File: src/dbgmem_cfg_pkg.sv
package dbgmem_cfg_pkg;

  // Memory word and byte-enable widths
  localparam int data_w = 64;
  localparam int be_w   = 8;

  // 1024 words
  localparam int addr_w = 10;

  // Defaults picked up by the top level parameters
  localparam int def_mem_latency  = 3;
  localparam int def_host_latency = 12;
  localparam int def_fifo_depth   = 16;

endpackage

File: src/dbgmem_types_pkg.sv
package dbgmem_types_pkg;

  import dbgmem_cfg_pkg::*;

  // One memory access, a zero byte mask means a read
  typedef struct packed {
    logic [be_w-1:0]   we;
    logic [addr_w-1:0] addr;
    logic [data_w-1:0] din;
  } mem_req_t;

  // Request sequencer states
  typedef enum logic [1:0] {
    SEQ_IDLE,
    SEQ_ISSUE,
    SEQ_SETTLE
  } seq_state_t;

endpackage

File: src/req_sequencer.sv
`timescale 1ns/1ps

module req_sequencer (
  input  logic                       dbg_clk,
  input  logic                       dbg_rst,
  input  dbgmem_types_pkg::mem_req_t q_head,
  input  logic                       q_empty,
  output logic                       fifo_pop,
  output logic                       port_a_en,
  output dbgmem_types_pkg::mem_req_t port_a_req,
  output logic                       rd_issue
);

  import dbgmem_types_pkg::*;

  seq_state_t state;
  logic       q_empty_q;
  mem_req_t   q_head_q;
  logic       issue;

  // Queue outputs are registered once before they steer the FSM
  always_ff @(posedge dbg_clk) begin
    q_head_q <= q_head;
  end

  assign issue = (state == SEQ_IDLE) && !q_empty_q;

  always_ff @(posedge dbg_clk) begin
    if (dbg_rst) begin
      q_empty_q <= 1'b1;
      state     <= SEQ_IDLE;
      fifo_pop  <= 1'b0;
      port_a_en <= 1'b0;
      rd_issue  <= 1'b0;
    end else begin
      q_empty_q <= q_empty;
      fifo_pop  <= 1'b0;
      port_a_en <= 1'b0;
      rd_issue  <= 1'b0;
      case (state)
        SEQ_IDLE: begin
          if (issue) begin
            fifo_pop  <= 1'b1;
            port_a_en <= 1'b1;
            rd_issue  <= (q_head_q.we == '0);
            state     <= SEQ_ISSUE;
          end
        end
        SEQ_ISSUE: state <= SEQ_SETTLE;
        // Gives the pop time to reach the registered empty flag
        SEQ_SETTLE: state <= SEQ_IDLE;
        default: state <= SEQ_IDLE;
      endcase
    end
  end

  always_ff @(posedge dbg_clk) begin
    if (issue) begin
      port_a_req <= q_head_q;
    end
  end

  // On the idle exit the queue must still hold the request being issued
  a_issue_matches_head: assert property (@(posedge dbg_clk) disable iff (dbg_rst)
    port_a_en |-> !q_empty && (port_a_req == q_head))
    else $error("req_sequencer: issued request does not match the queue head");

endmodule

File: config.mk
export PLATFORM = sky130hd
export DESIGN_NAME = req_sequencer
export DESIGN_NICKNAME = d
export VERILOG_FILES = /design/src/dbgmem_cfg_pkg.sv /design/src/dbgmem_types_pkg.sv /design/src/req_sequencer.sv
export SDC_FILE = /design/constraint.sdc
export NUM_CORES = 1
export LEC_CHECK = 0
export ABC_CLOCK_PERIOD_IN_PS = 9050
export BUFFER_PORTS_ARGS = -buffer_cell sky130_fd_sc_hd__buf_4
export CORE_ASPECT_RATIO = 1.1
export CORE_MARGIN = 4
export CORE_UTILIZATION = 40
export CTS_CLUSTER_DIAMETER = 80
export DETAILED_ROUTE_END_ITERATION = 16
export PLACE_DENSITY = 0.68
export RECOVER_POWER = 100
export SLEW_MARGIN = 20
export SYNTH_ARGS = -nofsm -noshare
export SYNTH_HDL_FRONTEND = slang
export SYNTH_SLANG_ARGS = --single-unit
File: constraint.sdc
create_clock -name dbg_clk -period 9.05 [get_ports dbg_clk]
set_input_delay 1.3575 -clock dbg_clk [delete_from_list [all_inputs] [get_ports dbg_clk]]
set_output_delay 1.3575 -clock dbg_clk [all_outputs]
set_load 0.01 [all_outputs]
==> impl_results.md <==
- Status: finished, violations left
- Failing checks: capacitance limit, slew limit
- Fmax: 0.321 GHz
- First-pass GRT wire length: 10.9 mm
- Root buf cell: clkbuf_16
- Setup Skew: 0.00543 ns
- Die Span X: 106 um
- Critical path endpoint category: flop
- Slew at the pin with the worst max-slew slack: 2.86 ns
- Gr ovfl total: 0
- Detailed Place HPWL: 5.37 mm
- Combinational share of power: 3.3%
- Routed Antenna Nets: 0
- Max_cap viols: 1
- Clock network power share: 44.5%
- Yosys reg bits: 169
- Unrepaired setup endpoints after global routing: no
- Clk pin slew, worst setup/hold paths: 0.06 ns
- Final nets: 452
- Maximum vdd drop: 0.146 mV
- Tcrit/Tclk final: 34.4%
- Min-delay worst type: flop to flop
- Clk buf depth: 2
- Post-synth net total: 263
- DR iter-0 viols: 62
- Min Tclk post-route: 3.11 ns
- Slew HR: -90.4%
- Mapped Cells: 178
- Total routed wirelength: 7.34 mm
- GR Util All Layers: 12.1%
- CP Launch Type: flop
- GP Congestion: 0.641
- Static leakage: 2.29 nW
- Ys Warns: 0
- Max-slew violations: 56
- I/O pins: 170
- Pint: 1.33 mW
- DRT Pass-1 Iters: 4
- Area of the mapped netlist: 0.00427 sq mm
- Die ar.: 0.0124 sq mm
- Worst Setup Path Type: flop to flop
- Detailed-route via count: 2094
- Seq pwr share: 52.2%
- Mean Syn Cell Area: 24.0 sq um
- Maximum number of pins on one net before global-route repair: 56
- Num rows: 39
- Sw Share: 18.4%
- Vias/cell: 4.00
- Setup Viol. Count Final: 0
- Latest clock arrival within the worst-skew pair: 0.40 ns
- Fin util: 57.7%
- P_sw: 0.301 mW
- Final hold vios: 0
- Post-cts gate resize count: 0
- Setup Buffers After CTS: 0
- Seq/Total Area, Yosys: 98.5%
- Vias in the first global route: 2103
- Clock Sinks: 169
- Core area: 0.0104 sq mm
- Antenna violations before repair: 0
- Residual DRC: 0
- Crit-path max FO: 55
- Die Y-Extent: 116 um
- PortBufs: 169
- PD cells: 272 mW/mm^2
- Wire per inst: 14.0 um
- Crit path DAT: 3.06 ns
- CTS tree: yes
- Synthesis-to-finish area growth: 40.5%
- Setup TNS: 0 ns
- Worst Path Required: 9.00 ns
- H-tree Lvls: 4
- Inserted Diodes: 0
- CTS buffer count: 17
- Library cells used by synthesis: 9
- Hold-fix buffers at CTS: 0
- Initial Utilization: 41.1%
- Ratio of cells with drive above 1 in the final layout: 29.5%
==> registers in the layout, indices dropped and copies added, names as in the netlist <==
signal      cells
q_head_q       82
port_a_req     82
state           2
rd_issue        1
port_a_en       1
q_empty_q       1
==> per-layer routing <==
layer	share of wire [%]	vias up	global-route usage (%)
li1	-	1023	-
met1	39	965	13.4
met2	49	97	18.9
met3	10	9	6.58
met4	1.2	0	6.14
met5	0	-	0
==> cells in the final DEF, fill, tap and decap left out <==
master,n
and3_1,1
buf_4,1
bufinv_16,4
clkbuf_1,91
clkbuf_16,17
clkbuf_4,82
clkinv_1,1
clkinv_2,3
clkinv_4,1
clkinvlp_4,1
dfxtp_1,87
edfxtp_1,82
inv_6,2
nor3_1,1
nor3b_1,1
nor4_1,4
or2_2,1
==> final timing paths <==
path | from | to | slack (ns) | cells after the start
worst max-delay path | state[1]$_SDFFE_PP0P_ | port_a_req[11]$_DFFE_PP_ | 5.94 | 2
worst min-delay path | q_head_q[59]$_DFF_P_ | port_a_req[59]$_DFFE_PP_ | 0.40 | 0
worst max register to register | state[1]$_SDFFE_PP0P_ | port_a_req[11]$_DFFE_PP_ | 5.94 | 2
worst min register to register | q_head_q[59]$_DFF_P_ | port_a_req[59]$_DFFE_PP_ | 0.40 | 0
==> cells in the mapped netlist <==
master	number	area, sq um
dfxtp_1	87	1740
or2_2	1	6.26
nor3b_1	1	7.51
nor4_2	1	12.5
nor3_1	1	5.00
nor4_1	3	18.8
edfxtp_1	82	2460
and3_1	1	6.26
buf_4	1	7.51
==> final cells by class <==
cell class | instances | area (sq um)
well taps | 143 | 179
flip-flops and latches | 169 | 4200
repair buffers | 171 | 953
clock inverters | 12 | 173
fillers | 877 | 4400
clock buffers | 20 | 437
multi-input cells | 8 | 50.0
==> cell families after synthesis <==
kind of cell | share of synthesized area (%)
DFF | 98.5
and+or+nand+nor | 1.32
buffers and inverters | 0.176
==> stage by stage <==
stage	worst slack, ns	std cells	cell area, sq um	power [mW]	hold WS, ns
6_report	5.94	523	6000	1.63	0.400
5_1_grt	5.57	523	6000	1.70	0.405
4_1_cts	6.72	523	6340	1.67	0.400
3_5_place_dp	7.14	491	5730	0.939	0.389
3_3_place_gp	7.14	491	5730	0.936	0.386
2_1_floorplan	2.50	178	4270	0.885	0.386
==> power groups by stage <==
stage	clock network (mW)	registers [mW]	logic, mW
2_1_floorplan	0	0.878	0.00682
3_3_place_gp	0	0.867	0.0693
3_5_place_dp	0	0.869	0.0702
4_1_cts	0.748	0.852	0.0704
5_1_grt	0.788	0.856	0.0595
6_report	0.726	0.853	0.0540
==> critical path: stages (launching register included) <==
cell and delay (ns):
dfxtp_1 0.34, nor3_1 0.24, clkbuf_1 2.04
No activity file was read; power rests on OpenSTA's default activity.
