[src/dbgmem_cfg_pkg.sv]
package dbgmem_cfg_pkg;

  // Memory word and byte-enable widths
  localparam int data_w = 64;
  localparam int be_w   = 8;

  // 1024 words
  localparam int addr_w = 10;

  // Defaults picked up by the top level parameters
  localparam int def_mem_latency  = 3;
  localparam int def_host_latency = 12;
  localparam int def_fifo_depth   = 16;

endpackage

[src/rsp_aligner.sv]
`timescale 1ns/1ps

module rsp_aligner #(
  parameter int MEM_LATENCY  = dbgmem_cfg_pkg::def_mem_latency,
  parameter int HOST_LATENCY = dbgmem_cfg_pkg::def_host_latency,
  parameter int FIFO_DEPTH   = dbgmem_cfg_pkg::def_fifo_depth
) (
  input  logic                              dbg_clk,
  input  logic                              dbg_rst,
  input  logic                              rd_issue,
  input  logic [dbgmem_cfg_pkg::data_w-1:0] a_dout,
  input  logic                              host_en,
  input  logic [dbgmem_cfg_pkg::be_w-1:0]   host_we,
  output logic [dbgmem_cfg_pkg::data_w-1:0] host_dout,
  output logic                              host_dout_valid
);

  import dbgmem_cfg_pkg::*;

  // Worst case the read data lands in the queue in cycle MEM_LATENCY + 3
  if (HOST_LATENCY < MEM_LATENCY + 5) begin : g_latency_check
    $error("rsp_aligner: HOST_LATENCY must be at least MEM_LATENCY + 5");
  end

  logic [MEM_LATENCY-1:0]  rd_sr;
  logic [HOST_LATENCY-2:0] host_rd_sr;
  logic                    host_rd;
  logic                    rsp_push;
  logic                    rsp_pop;
  logic                    rsp_empty;
  logic [data_w-1:0]       rsp_head;

  assign host_rd  = host_en && (host_we == '0);
  assign rsp_push = rd_sr[MEM_LATENCY-1];
  // Pop one cycle early since host_dout is registered
  assign rsp_pop  = host_rd_sr[HOST_LATENCY-2];

  always_ff @(posedge dbg_clk) begin
    if (dbg_rst) begin
      rd_sr           <= '0;
      host_rd_sr      <= '0;
      host_dout_valid <= 1'b0;
    end else begin
      rd_sr           <= {rd_sr[MEM_LATENCY-2:0], rd_issue};
      host_rd_sr      <= {host_rd_sr[HOST_LATENCY-3:0], host_rd};
      host_dout_valid <= rsp_pop;
    end
  end

  always_ff @(posedge dbg_clk) begin
    if (rsp_pop) begin
      host_dout <= rsp_head;
    end
  end

  sync_fifo #(
    .WIDTH (data_w),
    .DEPTH (FIFO_DEPTH)
  ) rsp_fifo_inst (
    .dbg_clk   (dbg_clk),
    .dbg_rst   (dbg_rst),
    .push      (rsp_push),
    .push_data (a_dout),
    .pop       (rsp_pop),
    .head      (rsp_head),
    .empty     (rsp_empty),
    .full      ()
  );

  // Read data must have made it through the sequencer and RAM by now
  a_rsp_ready: assert property (@(posedge dbg_clk) disable iff (dbg_rst) rsp_pop |-> !rsp_empty)
    else $error("rsp_aligner: response missing at host latency");

endmodule

[src/sync_fifo.sv]
`timescale 1ns/1ps

module sync_fifo #(
  parameter int WIDTH = 8,
  parameter int DEPTH = 16
) (
  input  logic             dbg_clk,
  input  logic             dbg_rst,
  input  logic             push,
  input  logic [WIDTH-1:0] push_data,
  input  logic             pop,
  output logic [WIDTH-1:0] head,
  output logic             empty,
  output logic             full
);

  localparam int PTR_W = (DEPTH > 1) ? $clog2(DEPTH) : 1;
  localparam int CNT_W = $clog2(DEPTH + 1);

  logic [WIDTH-1:0] buf_mem [DEPTH];
  logic [PTR_W-1:0] wr_ptr;
  logic [PTR_W-1:0] rd_ptr;
  logic [CNT_W-1:0] count;
  logic             do_push;
  logic             do_pop;

  // Pointer increment with wrap for any depth
  function automatic logic [PTR_W-1:0] next_ptr(input logic [PTR_W-1:0] ptr);
    if (ptr == PTR_W'(DEPTH - 1)) begin
      return '0;
    end
    return ptr + 1'b1;
  endfunction

  assign do_push = push && !full;
  assign do_pop  = pop && !empty;

  assign empty = (count == '0);
  assign full  = (count == CNT_W'(DEPTH));

  // Show-ahead, oldest entry is always on the head
  assign head = buf_mem[rd_ptr];

  always_ff @(posedge dbg_clk) begin
    if (do_push) begin
      buf_mem[wr_ptr] <= push_data;
    end
  end

  always_ff @(posedge dbg_clk) begin
    if (dbg_rst) begin
      wr_ptr <= '0;
      rd_ptr <= '0;
      count  <= '0;
    end else begin
      if (do_push) begin
        wr_ptr <= next_ptr(wr_ptr);
      end
      if (do_pop) begin
        rd_ptr <= next_ptr(rd_ptr);
      end
      case ({do_push, do_pop})
        2'b10:   count <= count + 1'b1;
        2'b01:   count <= count - 1'b1;
        default: count <= count;
      endcase
    end
  end

  // The producers have no back-pressure, so these must never fire
  a_no_overflow: assert property (@(posedge dbg_clk) disable iff (dbg_rst) push |-> !full)
    else $error("sync_fifo: push while full");
  a_no_underflow: assert property (@(posedge dbg_clk) disable iff (dbg_rst) pop |-> !empty)
    else $error("sync_fifo: pop while empty");

endmodule

[config.mk]
export PLATFORM = sky130hd
export DESIGN_NAME = rsp_aligner
export DESIGN_NICKNAME = d
export VERILOG_FILES = /design/src/dbgmem_cfg_pkg.sv /design/src/rsp_aligner.sv /design/src/sync_fifo.sv
export SDC_FILE = /design/constraint.sdc
export NUM_CORES = 1
export LEC_CHECK = 0
export ABC_AREA = 1
export BUFFER_PORTS_ARGS = -buffer_cell sky130_fd_sc_hd__buf_2
export CAP_MARGIN = 20
export CORE_ASPECT_RATIO = 0.5
export CORE_MARGIN = 2
export CORE_UTILIZATION = 45
export CTS_BUF_LIST = sky130_fd_sc_hd__clkbuf_4
export DETAILED_ROUTE_END_ITERATION = 8
export PLACE_DENSITY = 0.63
export SYNTH_ARGS = -nofsm -noshare
export SYNTH_HDL_FRONTEND = slang
export SYNTH_SLANG_ARGS = --single-unit
[constraint.sdc]
create_clock -name dbg_clk -period 7.86 [get_ports dbg_clk]
set_input_delay 1.572 -clock dbg_clk [delete_from_list [all_inputs] [get_ports dbg_clk]]
set_output_delay 1.572 -clock dbg_clk [all_outputs]
set_load 0.05 [all_outputs]
==> flow_summary_export.csv <==
group,metric,value,unit
outcome,outcome,"finished, final reports clean",
cts,clock_sinks,1116,
synthesis,ys_top_cells_by_count,"edfxtp_1 (1,088), nor2_1 (815), o21ai_0 (428), nand2_1 (295), o21ai_1 (218)",
sta,worst_pin_slew,1.130,ns
setup_path,required,8.87,ns
setup_path,arrival,4.54,ns
cts,postCtsHoldBufs,0,
setup_path,reg2reg_depth,10,
power_and_ir_drop,p_sw_share,20.41,%
setup_path,cp_cell_sequence,"buf_4, buf_4, nor2_1, nor2_1, o21ai_0, o21ai_1, nand2_1, nand2_1, inv_1, nand2_1",
job,drv_cap,0,
synthesis,syn-instance-count,3413,
setup_path,crit_path_top_delay_cell,"buf_4",
min_path,holdPathStages,2,
synthesis,synth_top_area_cell,"edfxtp_1",
route,firstDrtPassIters,5,
synthesis,syn-num-nets,3498,
setup_path,crit_path_end_kind,"register",
placement,io_buffer_count,140,
layout,area_growth,11.54,%
setup_path,max_stage_delay,0.94,ns
synthesis,synth_edf_count,1088,
cts,clk_latency,1.14,ns
min_path,min_from,"host_rd_sr[6]",
synthesis,ys.flop_type,"edfxtp_1",
min_path,hold_path.class,"register to register",
global_routing,grt_use_total,21.32,%
global_routing,grt_pass1_wl,159700,um
die,die_area,99620,sq um
sta,hold_viol,0,
synthesis,netlist.area_leader.share,74.88,%
synthesis,synth-async-reset-ratio,0,%
sta,maxSlewHeadroom,24.67,%
power_and_ir_drop,p_switching,0.002288,W
cts,cts_buffer_depth,4,
placement,dp_cells,4657,
cts,cts.htree.levels,5,
layout,layout.cells.non_filler,5113,
die,dieHeight,224.2,um
sta,drv_slew,0,
power_and_ir_drop,power.density,230.3,nW/um^2
cts,cts-buffers-inserted,275,
global_routing,antenna_found_initial,3,
route,vias_per_cell,5.345,
route,ant_nets,0,
cts,cts_root_buffer,"clkbuf_4",
power_and_ir_drop,power.leakage,16.69,nW
layout,finish.utilization,50.86,%
layout,nNetsFinal,3751,
power_and_ir_drop,power_frac_seq,58.2,%
global_routing,grt_pass1_vias,26870,
synthesis,ys_seq_area_share,76.16,%
route,wirelength,107000,um
global_routing,grt_max_degree,243,
sta,clock.fmax,283.2,MHz
route,wl_per_cell,20.92,um
power_and_ir_drop,p_int,0.008922,W
power_and_ir_drop,share_comb_of_total_power,1.1,%
die,die_x,444.4,um
layout,layout-drive-gt1-share,15.97,%
cts,cts_setup_buffers,0,
setup_path,r2r_start,"rsp_fifo_inst.rd_ptr[0]",
cts,cts_resized,0,
synthesis,yosysMostFrequentCell,"edfxtp_1",
setup_path,startpoint_type,"register",
synthesis,ys_ff_latch,1116,
synthesis,ys_warn_count,0,
sta,finalSetupTns,0,ns
placement,dp_hpwl,48110,um
power_and_ir_drop,ir_worst_vdd,0.08318,mV
synthesis,synth_area,43630,sq um
synthesis,synth_area_leaders,"edfxtp_1 (75%), nor2_1 (7.0%), o21ai_0 (4.9%)",
die,fp-row-count,80,
cts,cts.clk_slew.worst_paths,0.07,ns
sta,period_needed,3.531,ns
sta,rsz0062_at_grt,"no",
min_path,min_to,"host_rd_sr[7]",
setup_path,path_max_fanout,102,
power_and_ir_drop,clkPwrFrac,40.7,%
sta,min_period_over_period,44.92,%
setup_path,r2r_end,"host_dout[18]",
route,drtIter0Drc,3032,
die,initial_core_util,45.60,%
global_routing,overflow,0,
sta,setup_viol,0,
die,core-area,95690,sq um
synthesis,synth_cell_types,27,
synthesis,syn_avg_cell_area,12.78,sq um
route,vias,27330,
setup_path,criticalPathCategory,"register to register",
placement,place_congestion,0.7539,
setup_path,cpMostUsedCell,"nand2_1",
die,ioPinCount,141,
sta,finClkSkew,0.07207,ns
setup_path,r2r_slack,4.33,ns
route,drc,0,
cts,cts_tree,"built",
-- worst max-delay path, delay by kind of cell (launching register included) --
family	cells	cell delay [ns]
AO/OA/AOI/OAI	2	0.24
buffers and inverters	3	1.88
flip-flops	1	0.73
AND/OR/NAND/NOR	5	0.47
-- how the worst max path moves through the flow --
stage          slack [ns]               startpoint                           end
3_5_place_dp         4.35  rsp_fifo_inst.rd_ptr[0]                 host_dout[18]
5_1_grt              4.03  rsp_fifo_inst.rd_ptr[0]                 host_dout[13]
4_1_cts              4.29            host_dout[59]                 host_dout[59]
3_3_place_gp         4.41  rsp_fifo_inst.rd_ptr[0]                 host_dout[20]
2_1_floorplan        3.78   rsp_fifo_inst.count[0]  rsp_fifo_inst.buf_mem[11][0]
6_report             4.33  rsp_fifo_inst.rd_ptr[0]                 host_dout[18]
-- layout by cell type, fill, tap and decap left out, types with 3 or more instances in the layout --
master / count
dfxtp_1: 24
ha_1: 9
nand2_1: 295
clkinv_2: 4
edfxtp_1: 1088
inv_1: 100
nand3_1: 74
buf_16: 3
clkinv_1: 40
diode_2: 9
clkbuf_4: 399
nor2_1: 799
a21oi_1: 8
buf_2: 140
buf_4: 38
o21ai_1: 218
o21ai_0: 428
dfxtp_4: 4
xor2_1: 3
inv_2: 3
nor2_4: 16
o211ai_1: 128
-- power by group through the flow --
stage | Combinational (W) | Clock [W] | Sequential, W
after floorplan | 0.0000249 | 0 | 0.00666
after global placement | 0.000114 | 0 | 0.00666
after detailed placement | 0.000119 | 0 | 0.00666
after CTS | 0.000120 | 0.00468 | 0.00653
after global routing | 0.000135 | 0.00497 | 0.00652
final | 0.000119 | 0.00456 | 0.00653
-- final cells by class --
type                       instances  area, sq um
fill                            8196        47020
multi-input combinational       1985         9077
clock inverter                    45        221.5
antenna                            9        22.52
sequential                      1116        33250
timing repair buffer             183         1109
clock buffer                     399         2995
inverter                         105        406.6
tap                             1271         1590
-- flip-flops by register name, indices dropped and copies added (netlist names) --
name / count
rsp_fifo_inst.rd_ptr: 4
rsp_fifo_inst.count: 5
rsp_fifo_inst.buf_mem: 1024
host_rd_sr: 11
host_dout_valid: 1
rsp_fifo_inst.wr_ptr: 4
rd_sr: 3
host_dout: 64
-- metal layers --
| layer | routed length, um | track usage, % | up-vias |
|---|---|---|---|
| li1 | - | - | 12840 |
| met4 | 1915 | 7.362 | 0 |
| met3 | 7014 | 4.199 | 163 |
| met2 | 50860 | 34.31 | 938 |
| met5 | 0 | 0 | - |
| met1 | 47170 | 29.14 | 13380 |
-- logic make-up after synthesis --
family | synth area share (%)
and+or+nand+nor | 10.47
DFF | 76.16
AOI/OAI and AO/OA | 9.721
buffers and inverters | 3.312
adders and majority gates | 0.2581
xor gates and xnor gates | 0.08030
-- through the flow --
stage	setup WS [ns]	instance area (sq um)	total power (W)	hold slack, ns
finish	4.329	48670	0.01121	0.4015
global route	4.027	48660	0.01163	0.4226
CTS	4.285	48560	0.01132	0.4044
detailed placement	4.348	45350	0.006777	0.3945
global placement	4.414	45350	0.006772	0.3870
floorplan	3.784	43630	0.006687	0.3883
No activity file was read; power rests on OpenSTA's default activity.
