## src/sync_fifo.sv

```systemverilog
`timescale 1ns/1ps

module sync_fifo #(
  parameter int WIDTH = 8,
  parameter int DEPTH = 16
) (
  input  logic             dbg_clk,
  input  logic             dbg_rst,
  input  logic             push,
  input  logic [WIDTH-1:0] push_data,
  input  logic             pop,
  output logic [WIDTH-1:0] head,
  output logic             empty,
  output logic             full
);

  localparam int PTR_W = (DEPTH > 1) ? $clog2(DEPTH) : 1;
  localparam int CNT_W = $clog2(DEPTH + 1);

  logic [WIDTH-1:0] buf_mem [DEPTH];
  logic [PTR_W-1:0] wr_ptr;
  logic [PTR_W-1:0] rd_ptr;
  logic [CNT_W-1:0] count;
  logic             do_push;
  logic             do_pop;

  // Pointer increment with wrap for any depth
  function automatic logic [PTR_W-1:0] next_ptr(input logic [PTR_W-1:0] ptr);
    if (ptr == PTR_W'(DEPTH - 1)) begin
      return '0;
    end
    return ptr + 1'b1;
  endfunction

  assign do_push = push && !full;
  assign do_pop  = pop && !empty;

  assign empty = (count == '0);
  assign full  = (count == CNT_W'(DEPTH));

  // Show-ahead, oldest entry is always on the head
  assign head = buf_mem[rd_ptr];

  always_ff @(posedge dbg_clk) begin
    if (do_push) begin
      buf_mem[wr_ptr] <= push_data;
    end
  end

  always_ff @(posedge dbg_clk) begin
    if (dbg_rst) begin
      wr_ptr <= '0;
      rd_ptr <= '0;
      count  <= '0;
    end else begin
      if (do_push) begin
        wr_ptr <= next_ptr(wr_ptr);
      end
      if (do_pop) begin
        rd_ptr <= next_ptr(rd_ptr);
      end
      case ({do_push, do_pop})
        2'b10:   count <= count + 1'b1;
        2'b01:   count <= count - 1'b1;
        default: count <= count;
      endcase
    end
  end

  // The producers have no back-pressure, so these must never fire
  a_no_overflow: assert property (@(posedge dbg_clk) disable iff (dbg_rst) push |-> !full)
    else $error("sync_fifo: push while full");
  a_no_underflow: assert property (@(posedge dbg_clk) disable iff (dbg_rst) pop |-> !empty)
    else $error("sync_fifo: pop while empty");

endmodule

```

## config.mk

```make
export PLATFORM = sky130hd
export DESIGN_NAME = sync_fifo
export DESIGN_NICKNAME = d
export VERILOG_FILES = /design/src/sync_fifo.sv
export SDC_FILE = /design/constraint.sdc
export NUM_CORES = 1
export LEC_CHECK = 0
export BUFFER_PORTS_ARGS = -buffer_cell sky130_fd_sc_hd__clkbuf_2
export CORE_ASPECT_RATIO = 1.75
export CORE_UTILIZATION = 30
export DETAILED_ROUTE_END_ITERATION = 7
export MAX_ROUTING_LAYER = met4
export PLACE_DENSITY = 0.51
export SYNTH_ARGS = -nofsm -noshare
export SYNTH_HDL_FRONTEND = slang
export SYNTH_SLANG_ARGS = --single-unit
```

## constraint.sdc

```tcl
create_clock -name dbg_clk -period 3.35 [get_ports dbg_clk]
set_input_delay 0.8375 -clock dbg_clk [delete_from_list [all_inputs] [get_ports dbg_clk]]
set_output_delay 0.8375 -clock dbg_clk [all_outputs]
set_load 0.02 [all_outputs]
```

==> flow_summary.ini, run 1 <==
[job]
maxCapViolations = 0

[synth]
synth.most_common_cell = edfxtp_1
synth_top_area_cell = edfxtp_1
ys.flop_type = edfxtp_1
syn-cell-area_um2 = 5850
yosysSeqAreaShare_pct = 71.5
yosys_warnings = 0
syn_nets = 341
synth.area.top_cells = edfxtp_1 66%, mux4_2 12%, dfxtp_1 5.8%
yosysTopAreaCellShare_pct = 65.7
ys_seq_elements = 145
ys_types = 39
synthArstFlopShare_pct = 0
avgSynthCellArea_um2 = 18.2
synth_common_cells = 128 x edfxtp_1, 32 x mux4_2, 17 x dfxtp_1
synth_edf_count = 128
synth_cells = 321

[critical_path]
startpoint_type = flop
crit_path_max_fanout = 12
cp.arrival_ns = 3.31
path_class = reg2reg
worstSetupEndpointType = flop
reg2reg_setup_slack_ns = 0.33
cp.required_ns = 3.64

[floorplanning]
ios = 22
die_area_um2 = 20100
die_w_um = 108
core.rowCount = 67
start_util_pct = 30.6
die_y_um = 187
core_um2 = 19100

[finish]
final_nets = 370
n_antenna_cell = 0
drive_gt1_share_pct = 27.8
area_growth_pct = 16.5

[placed_design]
dpl.hpwl_um = 7970
port_buffers = 21
dp_slack_ns = 0.353
gp_congestion = 0.704

[route]
drt_iter0_drc = 167
vias = 2857
drtAntennaViolNets = 0
vias_per_cell = 4.73
drt-total-wl_um = 11700
route.detailed.drc = 0
wl_per_cell_um = 19.3
firstDrtPassIters = 4

[cts]
clock_sinks = 145
hold_buffers = 0
clk_pin_slew_ns = 0.06
cts.htree.levels = 4
cts_repair_resize_count = 0
cts_buffers = 17
postCtsSetupBuffers = 0
cts_tree = done
insertion_delay_ns = 0.41
cts_buffer_depth = 2
root_buffer = clkbuf_16

[grt]
grt_max_degree = 33
gr-usage-met3_pct = 3.00
met1_usage_pct = 13.0
grt_overflow_total = 0
antenna_found_initial = 0
grt_pass1_wl_um = 17900
grt_use_total_pct = 13.0
grt_busiest_layer = met2
grt_pass1_vias = 3072
use_met2_pct = 23.3

[power_and_ir_drop]
switching_share_pct = 27.5
internal_power_uw = 3590
peakVddDrop_uv = 375
leakagePower_uw = 0.00224
p_clk_share_pct = 35.8
comb_power_share_pct = 21.5
pwr-share-seq_pct = 42.7
p_sw_uw = 1360
powerDensity_nw_per_um2 = 727

[sta]
fin_setup_tns_ns = 0
worst_pin_slew_ns = 0.672
fmax_mhz = 331
period_needed_ns = 3.02
setup_viol = 0
finClkSkew_ns = 0.00909
setup_ws_ns = 0.328
fin_crit_sh_pct = 90.2
finalHoldViolations = 0
maxSlewHeadroom_pct = 55.1
rsz0062_at_grt = no
final_max_slew_viol_count = 0

[worst_hold_path]
hold_path.class = reg2reg

[outcome]
status = completed
registers in the layout, indices dropped and copies added (netlist names), named ones only:
name     count
wr_ptr       4
buf_mem    128
rd_ptr       4
count        5
logic make-up (layout without fill, tap and decap cells):
family,Yosys count,in the layout,synth area share (%)
compound gates,41,41,5.20
xor+xnor,5,5,0.748
fa+ha+maj,8,8,1.71
buf+inv,24,66,2.01
flops,145,145,71.5
mux,37,37,13.2
simple gates,61,61,5.64
critical path, cell delays in order (launching register included):
cell and delay [ns]:
dfxtp_1 0.38, or4_4 0.62, o21ai_4 0.37, ha_1 0.40, xor2_1 0.12, ha_1 0.24, nor2b_1 0.14, o32ai_1 0.29
mux2i_1 0.23, o2111ai_1 0.11
per-layer routing:
layer  part of all wire [%]  vias to the layer above
met1                     38                     1476
met2                     59                       31
met4                    1.3                        0
met5                      0                        -
li1                       -                     1344
met3                    1.7                        6
placed cells by master, fill, tap and decap left out, types with 5 or more instances in the layout:
cell type,instances
inv_1,6
mux4_2,32
clkbuf_2,21
nand2_1,15
nor2_1,11
ha_1,8
buf_4,6
nor2b_1,5
dfxtp_1,16
and2_1,14
a22oi_1,16
a21oi_1,9
edfxtp_1,128
clkbuf_16,19
path summary, 6_finish.rpt:
path,cells after the start,to,start
worst max register to register,9,count[4],count[1]
worst min-delay path,2,rd_ptr[3],rd_ptr[3]
worst min register to register,2,rd_ptr[3],rd_ptr[3]
worst max-delay path,9,count[4],count[1]
final cells by class:
type	count	area [um^2]
Clock inverter	11	71.3
Clock buffer	21	493
Tap cell	241	302
Fill cell	1823	12300
Sequential cell	145	4190
Multi-Input combinational cell	152	1580
Inverter	6	22.5
Timing Repair Buffer	28	170
metrics by stage:
step,total power (uW),instance area [um^2],hold slack (ns),utilization (%),std cells
3_3_place_gp,3230,6250,0.500,32.7,572
4_1_cts,5030,6820,0.524,35.7,604
3_5_place_dp,3250,6250,0.506,32.7,572
6_report,4960,6820,0.534,35.7,604
2_1_floorplan,2970,5850,0.472,-,321
5_1_grt,5170,6820,0.562,35.7,604
power groups by stage:
| stage | logic (uW) | clock network (uW) | registers [uW] |
|---|---|---|---|
| finish | 1070 | 1770 | 2120 |
| global route | 1170 | 1870 | 2130 |
| CTS | 1100 | 1820 | 2120 |
| detailed placement | 1090 | 0 | 2150 |
| global placement | 1080 | 0 | 2150 |
| floorplan | 844 | 0 | 2130 |
Note: power is estimated with default switching activity, not from simulation.
==> run 2, diff against run 1 <==
==> constraint.sdc (replaced) <==
create_clock -name dbg_clk -period 3.56 [get_ports dbg_clk]
set_input_delay 0.89 -clock dbg_clk [delete_from_list [all_inputs] [get_ports dbg_clk]]
set_output_delay 0.89 -clock dbg_clk [all_outputs]
set_load 0.02 [all_outputs]
==> run 2 against run 1 <==
  * Power is 5.3% lower
  * Largest power group unchanged
  * Clock skew is 0.00083 ns lower
  * Register-to-register slack better by 0.16 ns
  * Setup slack worse by 0.028 ns
  * Utilization is 0.33 points higher
  * Combinational power is 9% lower
  * Sequential power is 4% lower
==> flow_summary.ini, run 2 (synthesis results as in run 1) <==
[critical_path]
crit_path_max_fanout = 12
critical-path-top-delay-family = multiplexers
critical_path.cell_chain = buf_4, mux4_2, a22oi_1, nand2_1, clkbuf_2
ff2ff_path_depth = 9
slowest_delay_ns = 0.56
cpMaxStageDelayCell = mux4_2
path_class = reg2out
critical_path_buf_inv_count = 2
startpoint_type = flop
crit-reg2reg-launch = count[0]
r2r_end = count[4]
cp.arrival_ns = 2.37
reg2reg_setup_slack_ns = 0.49
cp.required_ns = 2.67
worstSetupEndpointType = output port

[power_and_ir_drop]
powerDensity_nw_per_um2 = 682
switching_share_pct = 27.2
p_sw_uw = 1280
leakagePower_uw = 0.00226
comb_power_share_pct = 20.6
peakVddDrop_uv = 323
p_clk_share_pct = 36.2
pwr-share-seq_pct = 43.2
internal_power_uw = 3420

[grt]
grt_pass1_vias = 3213
met1_usage_pct = 15.2
grt_pass1_wl_um = 19200
use_met2_pct = 23.9
gr-usage-met3_pct = 3.18
grt_busiest_layer = met2
grt_use_total_pct = 14.1
antenna_found_initial = 0
grt_max_degree = 19
grt_overflow_total = 0

[job]
maxCapViolations = 0

[sta]
finalHoldViolations = 0
setup_ws_ns = 0.299
worst_pin_slew_ns = 0.666
fin_crit_sh_pct = 91.6
fin_setup_tns_ns = 0
hold_ws_ns = 0.539
rsz0062_at_grt = no
setup_viol = 0
final_max_slew_viol_count = 0
period_needed_ns = 3.26
fmax_mhz = 307
maxSlewHeadroom_pct = 55.6
finClkSkew_ns = 0.00826

[floorplanning]
core.rowCount = 67
core_um2 = 19100
die_area_um2 = 20100
die_y_um = 187
die_w_um = 108
ios = 22
start_util_pct = 30.6

[worst_hold_path]
worstHoldPathCells = 2
min_from = wr_ptr[0]
hold_end = wr_ptr[0]
hold_path.class = reg2reg

[cts]
postCtsSetupBuffers = 0
cts_buffers = 17
cts.htree.levels = 4
insertion_delay_ns = 0.42
cts_repair_resize_count = 0
clock_sinks = 145
cts_tree = done
hold_buffers = 0
clk_pin_slew_ns = 0.06
cts_buffer_depth = 2
root_buffer = clkbuf_16

[placed_design]
port_buffers = 21
dpl.hpwl_um = 8230
gp_congestion = 0.739
placed_cells = 577
dp_slack_ns = 0.528

[finish]
drive_gt1_share_pct = 28.5
layout_common_cells = 128 x edfxtp_1, 32 x mux4_2, 21 x clkbuf_2
final_nets = 375
n_antenna_cell = 0
fillers = 1821
regMostFlops = buf_mem
final_common_cell = edfxtp_1
largest_register_ffs = 128
largestRegisters = buf_mem (128), count (5)
fin_util_pct = 36.0
finalNonFillerCells = 609
area_growth_pct = 17.6

[route]
drtAntennaViolNets = 0
wl_per_cell_um = 20.4
route.detailed.drc = 0
drt-total-wl_um = 12400
firstDrtPassIters = 5
drt_iter0_drc = 183
vias_per_cell = 4.84
vias = 2945

[outcome]
status = completed
## run 2: cell types whose count changed in the layout (fill, tap and decap cells not counted)
cell,before,now
clkinvlp_4,0,1
clkinv_4,1,3
inv_6,2,0
buf_4,6,10
buf_12,1,2
clkbuf_16,19,20
clkinv_2,4,2
clkbuf_8,1,0
clkbuf_1,1,2
## run 2: layout make-up
class / instances / area [um^2] / area share [%]
Timing Repair Buffer: 33 / 220 / 3.20
Clock buffer: 22 / 508 / 7.38
Multi-Input combinational cell: 152 / 1580 / 22.9
Clock inverter: 10 / 68.8 / 1.00
Sequential cell: 145 / 4190 / 60.8
Tap cell: 241 / 302 / 4.38
Inverter: 6 / 22.5 / 0.327
## run 2: worst min-delay path, cell delays in order, from the launching register on
cell and delay, ns:
dfxtp_1 0.35, nand2_1 0.08, a21oi_1 0.06
## run 2: how the worst max path moves through the flow
stage,startpoint,end,depth (start not counted)
6_report,flop,head[1],5
3_5_place_dp,count[0],count[4],9
2_1_floorplan,count[1],count[4],13
3_3_place_gp,flop,head[1],5
4_1_cts,flop,head[1],5
5_1_grt,flop,head[4],5
## run 2: routing by layer
| layer | wire, um | share of wire (%) |
|---|---|---|
| met1 | 4900 | 39 |
| met2 | 6920 | 56 |
| met3 | 312 | 2.5 |
| met4 | 287 | 2.3 |
| met5 | 0 | 0 |
## run 2: power by group through the flow
stage	registers (uW)	clock network, uW	logic, uW
6_report	2030	1700	969
3_3_place_gp	2060	0	986
2_1_floorplan	2000	0	795
5_1_grt	2040	1810	1060
3_5_place_dp	2070	0	992
4_1_cts	2030	1740	995
## run 2: metrics by stage
stage | total power [uW] | cell area [um^2]
finish | 4690 | 6880
global route | 4920 | 6880
CTS | 4770 | 6880
detailed placement | 3060 | 6300
global placement | 3050 | 6300
floorplan | 2800 | 5850
